$ cat config.mk
export PLATFORM = sky130hd
export DESIGN_NAME = cache_ctrl_flat
export DESIGN_NICKNAME = d
export VERILOG_FILES = /design/src/mem_pkg.sv /design/src/block_if.sv /design/src/cache_ctrl.sv /design/src/flat_wrapper.sv
export VERILOG_INCLUDE_DIRS = /design/src
export SDC_FILE = /design/constraint.sdc
export NUM_CORES = 1
export LEC_CHECK = 0
export ABC_AREA = 1
export BUFFER_PORTS_ARGS = -buffer_cell sky130_fd_sc_hd__buf_2
export CORE_AREA = 2 2 39 41
export DETAILED_ROUTE_END_ITERATION = 10
export DIE_AREA = 0 0 41 43
export PLACE_DENSITY = 0.68
export SYNTH_ARGS = -nofsm -noshare
export SYNTH_HDL_FRONTEND = slang
export SYNTH_SLANG_ARGS = --single-unit
$ cat constraint.sdc
create_clock -name clk -period 2.4 [get_ports clk]
set_input_delay 0.12 -clock clk [delete_from_list [all_inputs] [get_ports clk]]
set_output_delay 0.12 -clock clk [all_outputs]
set_load 0.02 [all_outputs]
$ cat src/mem_defs.svh
// Memory stage geometry: CPU word width, cache line size and count, backing memory depth.
`ifndef MEM_DEFS_SVH
`define MEM_DEFS_SVH

// Width of a CPU word in bits.
`define DATA_WIDTH 32

// Words per cache line, which gives a 128-bit line.
`define LINE_WORDS 4

// Lines in the direct-mapped cache, indexed by address bits 7 to 4.
`define CACHE_LINES 16

// Lines of backing memory, addressed by bits 9 to 4. The tag is bits 9 to 8.
`define MEM_BLOCKS 64

`endif
$ cat src/mem_pkg.sv
// Memory stage types: cache controller states and load/store access sizes.
package mem_pkg;

    // Miss handling sequence of the data cache controller.
    typedef enum logic [1:0] {
        IDLE,
        WRITEBACK,
        REFILL,
        FILL
    } cache_state_e;

    // Access size, encoded as the funct3 field of RV32 loads and stores.
    // Stores only use LS_B, LS_H and LS_W.
    typedef enum logic [2:0] {
        LS_B  = 3'b000,
        LS_H  = 3'b001,
        LS_W  = 3'b010,
        LS_BU = 3'b100,
        LS_HU = 3'b101
    } ls_size_e;

endpackage

$ cat src/block_if.sv
// Line transfer bus: one full cache line moved between the cache and the backing memory.
`include "mem_defs.svh"

interface block_if;

    localparam int LINE_W  = `LINE_WORDS * `DATA_WIDTH;
    localparam int BLOCK_W = $clog2(`MEM_BLOCKS);

    logic [BLOCK_W-1:0] blk_addr;
    logic               wr_en;
    logic               rd_en;
    logic [LINE_W-1:0]  wdata;
    logic [LINE_W-1:0]  rdata;

    // Commands come from the controller.
    modport ctrl (output blk_addr, wr_en, rd_en);

    // The cache array supplies the victim line and takes the refill line.
    modport line (output wdata, input rdata);

    modport mem (input blk_addr, wr_en, rd_en, wdata, output rdata);

endinterface

$ cat src/cache_ctrl.sv
// Cache controller: FSM that stalls the CPU and runs write-back and refill on a miss.
`include "mem_defs.svh"

module cache_ctrl (
    input  logic                   clk,
    input  logic                   arst_n,
    input  logic                   mem_read,
    input  logic                   mem_write,
    input  logic                   hit,
    input  logic                   victim_dirty,
    input  logic [`DATA_WIDTH-1:0] req_addr,
    input  logic [1:0]             victim_tag,
    output logic                   stall,
    output logic                   refill_en,
    block_if.ctrl                  blk
);
    import mem_pkg::*;

    localparam int OFFSET_W = $clog2(`LINE_WORDS * `DATA_WIDTH / 8);
    localparam int INDEX_W  = $clog2(`CACHE_LINES);
    localparam int BLOCK_W  = $clog2(`MEM_BLOCKS);

    cache_state_e       state;
    cache_state_e       next_state;
    logic               req;
    logic [INDEX_W-1:0] index;

    assign req   = mem_read | mem_write;
    assign index = req_addr[OFFSET_W +: INDEX_W];

    always_ff @(posedge clk or negedge arst_n) begin
        if (!arst_n) begin
            state <= IDLE;
        end else begin
            state <= next_state;
        end
    end

    always_comb begin
        next_state = state;
        case (state)
            IDLE: begin
                // A dirty victim must reach memory before its line is overwritten.
                if (req && !hit) begin
                    next_state = victim_dirty ? WRITEBACK : REFILL;
                end
            end
            WRITEBACK: next_state = REFILL;
            REFILL:    next_state = FILL;
            FILL:      next_state = IDLE;
        endcase
    end

    always_comb begin
        stall        = 1'b1;
        refill_en    = 1'b0;
        blk.wr_en    = 1'b0;
        blk.rd_en    = 1'b0;
        blk.blk_addr = req_addr[OFFSET_W +: BLOCK_W];
        case (state)
            IDLE: begin
                // The miss is stalled in the same cycle it is seen.
                stall = req && !hit;
            end
            WRITEBACK: begin
                blk.wr_en    = 1'b1;
                blk.blk_addr = {victim_tag, index};
            end
            REFILL: begin
                blk.rd_en = 1'b1;
            end
            FILL: begin
                refill_en = 1'b1;
            end
        endcase
    end

endmodule

$ cat src/flat_wrapper.sv
// flat-port wrapper written by rule: the top's interface ports become plain ports
module cache_ctrl_flat import mem_pkg::*;
  (clk, arst_n, mem_read, mem_write, hit, victim_dirty, req_addr, victim_tag, stall, refill_en, blk_blk_addr, blk_wr_en, blk_rd_en);
  block_if blk_i ();
  input  logic clk;
  input  logic arst_n;
  input  logic mem_read;
  input  logic mem_write;
  input  logic hit;
  input  logic victim_dirty;
  input  logic [`DATA_WIDTH-1:0] req_addr;
  input  logic [1:0] victim_tag;
  output logic stall;
  output logic refill_en;
  output wire logic [$bits(blk_i.blk_addr)-1:0] blk_blk_addr;
  output wire logic [$bits(blk_i.wr_en)-1:0] blk_wr_en;
  output wire logic [$bits(blk_i.rd_en)-1:0] blk_rd_en;
  assign blk_blk_addr = blk_i.blk_addr;
  assign blk_wr_en = blk_i.wr_en;
  assign blk_rd_en = blk_i.rd_en;
  cache_ctrl u_core (.clk(clk), .arst_n(arst_n), .mem_read(mem_read), .mem_write(mem_write), .hit(hit), .victim_dirty(victim_dirty), .req_addr(req_addr), .victim_tag(victim_tag), .stall(stall), .refill_en(refill_en), .blk(blk_i));
endmodule
* Word-level counts from Yosys, hierarchy flattened
Cells that the tools add are included.
** Word-level totals
- Register bits after elaboration :: 2
- Output and inout bits :: 10
- Word-level logic and storage cells :: 17
** Cells by class
- Equality and inequality tests :: 4
- Mux-type cells :: 8
- Bitwise gates (word level) :: 1
- Reductions and logical operators :: 3
** Operators with widths (number)
- 2-bit case mux with 4 select lines :: 1
- 6-bit 2-to-1 mux :: 1
- 2-bit equality test, second input constant :: 2
- 1-bit 2-to-1 mux :: 4
- 2-bit 2-to-1 mux :: 2
- 2-bit by 1-bit equality test with 1-bit output, second input constant :: 1
- 2-bit zero test :: 1
- 2-bit by 1-bit inequality test with 1-bit output, second input constant :: 1
- 1-bit logical AND :: 1
- 1-bit zero test :: 1
- 1-bit bitwise OR :: 1

* Logic depth before layout (Yosys ltp)
- Depth after elaboration :: 4
- Mapped depth :: 6
- Depth with buffers taken out :: 6

* Worst setup path before layout
Ideal clock, no wire load.
- Kind :: reg2out
- Start point :: reg u_core.state[1]
- End point :: out blk_blk_addr[4]
- Arrival :: 1208 ps
- Data required time :: 2280 ps
- Path slack :: 1072 ps
- Stages on the path, launching flop included :: 4
- Path through :: dfrtp_1 > inv_1 > ha_1 > mux2_2
** Between the ends
- Longest elaborated chain between the ends :: 2
** RTL lines
- start, declared :: RTL line cache_ctrl.sv:23 : cache_state_e state;
- start signal, assigned :: RTL line cache_ctrl.sv:35 : state <= next_state;
- 2-bit by 1-bit equality test with 1-bit output :: RTL line cache_ctrl.sv:60 : case (state)
- 6-bit 2-to-1 mux :: RTL line cache_ctrl.sv:60
- end, declared :: RTL line flat_wrapper.sv:15 : output wire logic [$bits(blk_i.blk_addr)-1:0] blk_blk_addr;
No other way between the ends.

* Final worst setup path
- Start point :: reg u_core.state[1]
- End point :: out blk_blk_addr[5]
Same word-level chain as after synthesis.

==> flow_summary_export.csv <==
group,metric,value,unit
place,place_congestion,0.6500,
power_and_ir_drop,p_leak,0.0002013,µW
logic_synthesis,yosys.area_share.simple,16.06,%
critical_path,crit_start,"u_core.state[1]$_DFFE_PN0P_",
timing,final.min_clock_period,1.574,ns
finish,num-fill-cells,160,
finish,multi_input_area,142.6,µm²
job,cap_violations,0,
timing,setup_viol,0,
drt,vias,236,
hold_path,hp-class,"input pin to register",
drt,drt_iter0_drc,4,
clock_network,cts_buffers,3,
logic_synthesis,syn-num-nets,75,
logic_synthesis,ys_warn_count,0,
grt,antenna_found_initial,0,
finish,area_growth,40.41,%
finish,largest_register,"u_core.state",
logic_synthesis,synth_cells,30,
logic_synthesis,synthXorXnorAreaFrac,0,%
die,fp.dieW,41,µm
drt,drc_errors,0,
grt,first_global_vias,209,
critical_path,r2r-start,"u_core.state[0]$_DFFE_PN0P_",
finish,largest_reg_flops,2,
power_and_ir_drop,finalPower,408.4,µW
critical_path,end_kind,"output pin",
logic_synthesis,synth_fa_ha_area_share,25.91,%
power_and_ir_drop,vdd_drop_max,0.0001509,V
finish,final_common_cell,"buf_2",
drt,wl,514,µm
clock_network,ctsHoldBuffers,1,
finish,reg.largest.list,"u_core.state x2",
finish,diodes,0,
logic_synthesis,syn_area,241.5,µm²
critical_path,worst_path_max_delay_cell,"dfrtp_1",
critical_path,crit_chain,"inv_1 > ha_1 > mux2_2 > buf_2",
logic_synthesis,ys_seq_area_share,20.73,%
drt,drt-wirelength-per-cell,8.426,µm
drt,antenna_left,0,
finish,nNetsFinal,92,
critical_path,critPathTopFamily,"flip-flops",
grt,grt_overflow,0,
power_and_ir_drop,p_per_area,1204,nW/µm²
clock_network,clk_latency,0.23,ns
die,core.rowCount,14,
timing,slew_violations,0,
logic_synthesis,synth_top_family_by_area,"adder cells",
timing,relSlewSlack,88.50,%
critical_path,crit_type,"register to output pin",
logic_synthesis,ys_ff_latch,2,
critical_path,critPathRequiredTime,2.28,ns
clock_network,postCtsSetupBuffers,0,
clock_network,clock_path_buffers,2,
run_status,outcome,"complete, no violations",
clock_network,cts_tree,"done",
timing,fin_crit_sh,65.59,%
timing,fmax,0.6352,GHz
clock_network,htreeDepth,1,
drt,drt-vias-per-instance,3.869,
clock_network,ctsResizeCount,0,
die,num_io_pins,50,
clock_network,clock-sinks,2,
die,die_h,43,µm
logic_synthesis,synth.area.mux_share,9.326,%
critical_path,r2r_setup_slack,1.24,ns
place,dp_hpwl,403.6,µm
grt,grt_pass1_wl,655,µm
timing,report.final.hold_viol_count,0,
critical_path,path_buf_inv,2,
critical_path,cp-start-kind,"register",
die,start_util,17.45,%
clock_network,clkSlewWorstSetupHoldPaths,0.03,ns
die,floorplan.die_area,1763,µm²
finish,seq_area,50.05,µm²
place,portBuffers,15,
timing,skew,0.004582,ns
grt,grt_max_degree,5,
timing,tns,0,ns
critical_path,critical-path-max-stage-delay,0.40,ns
logic_synthesis,syn_area_per_cell,8.049,µm²
finish,drive_above_1_share,48.89,%
logic_synthesis,synth_compound_area_share,7.772,%
drt,dr.pass1.iters,3,
hold_path,min_from,"mem_read",
finish,mostFrequentLayoutCells,"buf_2, inv_1, nand2_1, ha_1, clkbuf_4",
timing,rsz0062_at_grt,"no",
clock_network,cts-root-buf,"clkbuf_4",
timing,tightest_slew,0.1708,ns
logic_synthesis,netlist-cell-type-count,12,
critical_path,cp_max_fo,4,
grt,track_usage,6.112,%
critical_path,cp.arrival,1.45,ns
die,core,1384,µm²
-- cell type report --
cell class	count	share of cell area [%]
Multi-Input combinational cell	19	42.07
Timing Repair Buffer	16	25.09
Sequential cell	2	14.76
Clock buffer	3	6.642
Tap cell	16	5.904
Inverter	5	5.535
-- synth_stat cells --
cell	number	area [µm²]
a21oi_1	1	5.000
buf_4	4	30.03
dfrtp_1	2	50.05
ha_1	5	62.56
inv_1	5	18.77
mux2_2	2	22.52
nand2_1	5	18.77
nand2_2	1	6.260
nand3_1	2	10.01
nor2_1	1	3.750
o21ai_0	1	5.000
o21ai_2	1	8.760
-- per-stage QoR --
| stage | cells | utilization, % | cell area (µm²) | setup slack (ns) | hold WS, ns |
|---|---|---|---|---|---|
| after floorplan | 30 | - | 241.5 | 1.072 | -0.1756 |
| after global placement | 57 | 22.15 | 306.5 | 1.080 | -0.09481 |
| after detailed placement | 57 | 22.15 | 306.5 | 1.064 | -0.09392 |
| after CTS | 61 | 24.50 | 339.1 | 0.8022 | 0.1829 |
| after global routing | 61 | 24.50 | 339.1 | 0.7501 | 0.2192 |
| final | 61 | 24.50 | 339.1 | 0.8258 | 0.1938 |
-- path summary, 6_finish.rpt --
check | end | cells past startpoint
max | blk_blk_addr[5] | 4
min | u_core.state[1]$_DFFE_PN0P_ | 4
max reg2reg | u_core.state[1]$_DFFE_PN0P_ | 6
min reg2reg | u_core.state[1]$_DFFE_PN0P_ | 2
max in group asynchronous | u_core.state[0]$_DFFE_PN0P_ | 2
min in group asynchronous | u_core.state[1]$_DFFE_PN0P_ | 2
-- where the power goes --
group / total, µW / internal (µW) / switching (µW)
Sequential: 71.3 / 52.2 / 19.1
Combinational: 258 / 102 / 156
Clock: 78.6 / 55.5 / 23.1
Total: 408 / 210 / 199
-- worst register-to-register path, cell delays in order, from the launching register on --
cell     delay, ns
dfrtp_1       0.39
inv_1         0.10
ha_1          0.28
inv_1         0.03
o21ai_0       0.16
nand2_1       0.08
nand2_1       0.05
-- per-layer routing --
metal	track usage, %	wire (µm)	up-vias
li1	-	-	121
met1	3.834	163	98
met2	10.63	269	15
met3	0	61	2
met4	10.00	20	0
met5	0	0	-
-- logic make-up (layout without fill, tap and decap cells) --
group / count (synthesis) / count (layout)
AOI/OAI and AO/OA: 3 / 3
adders and majority gates: 5 / 5
and+or+nand+nor: 9 / 9
DFF: 2 / 2
buffers and inverters: 9 / 24
muxes: 2 / 2
Note: power is estimated with default switching activity, not from simulation.
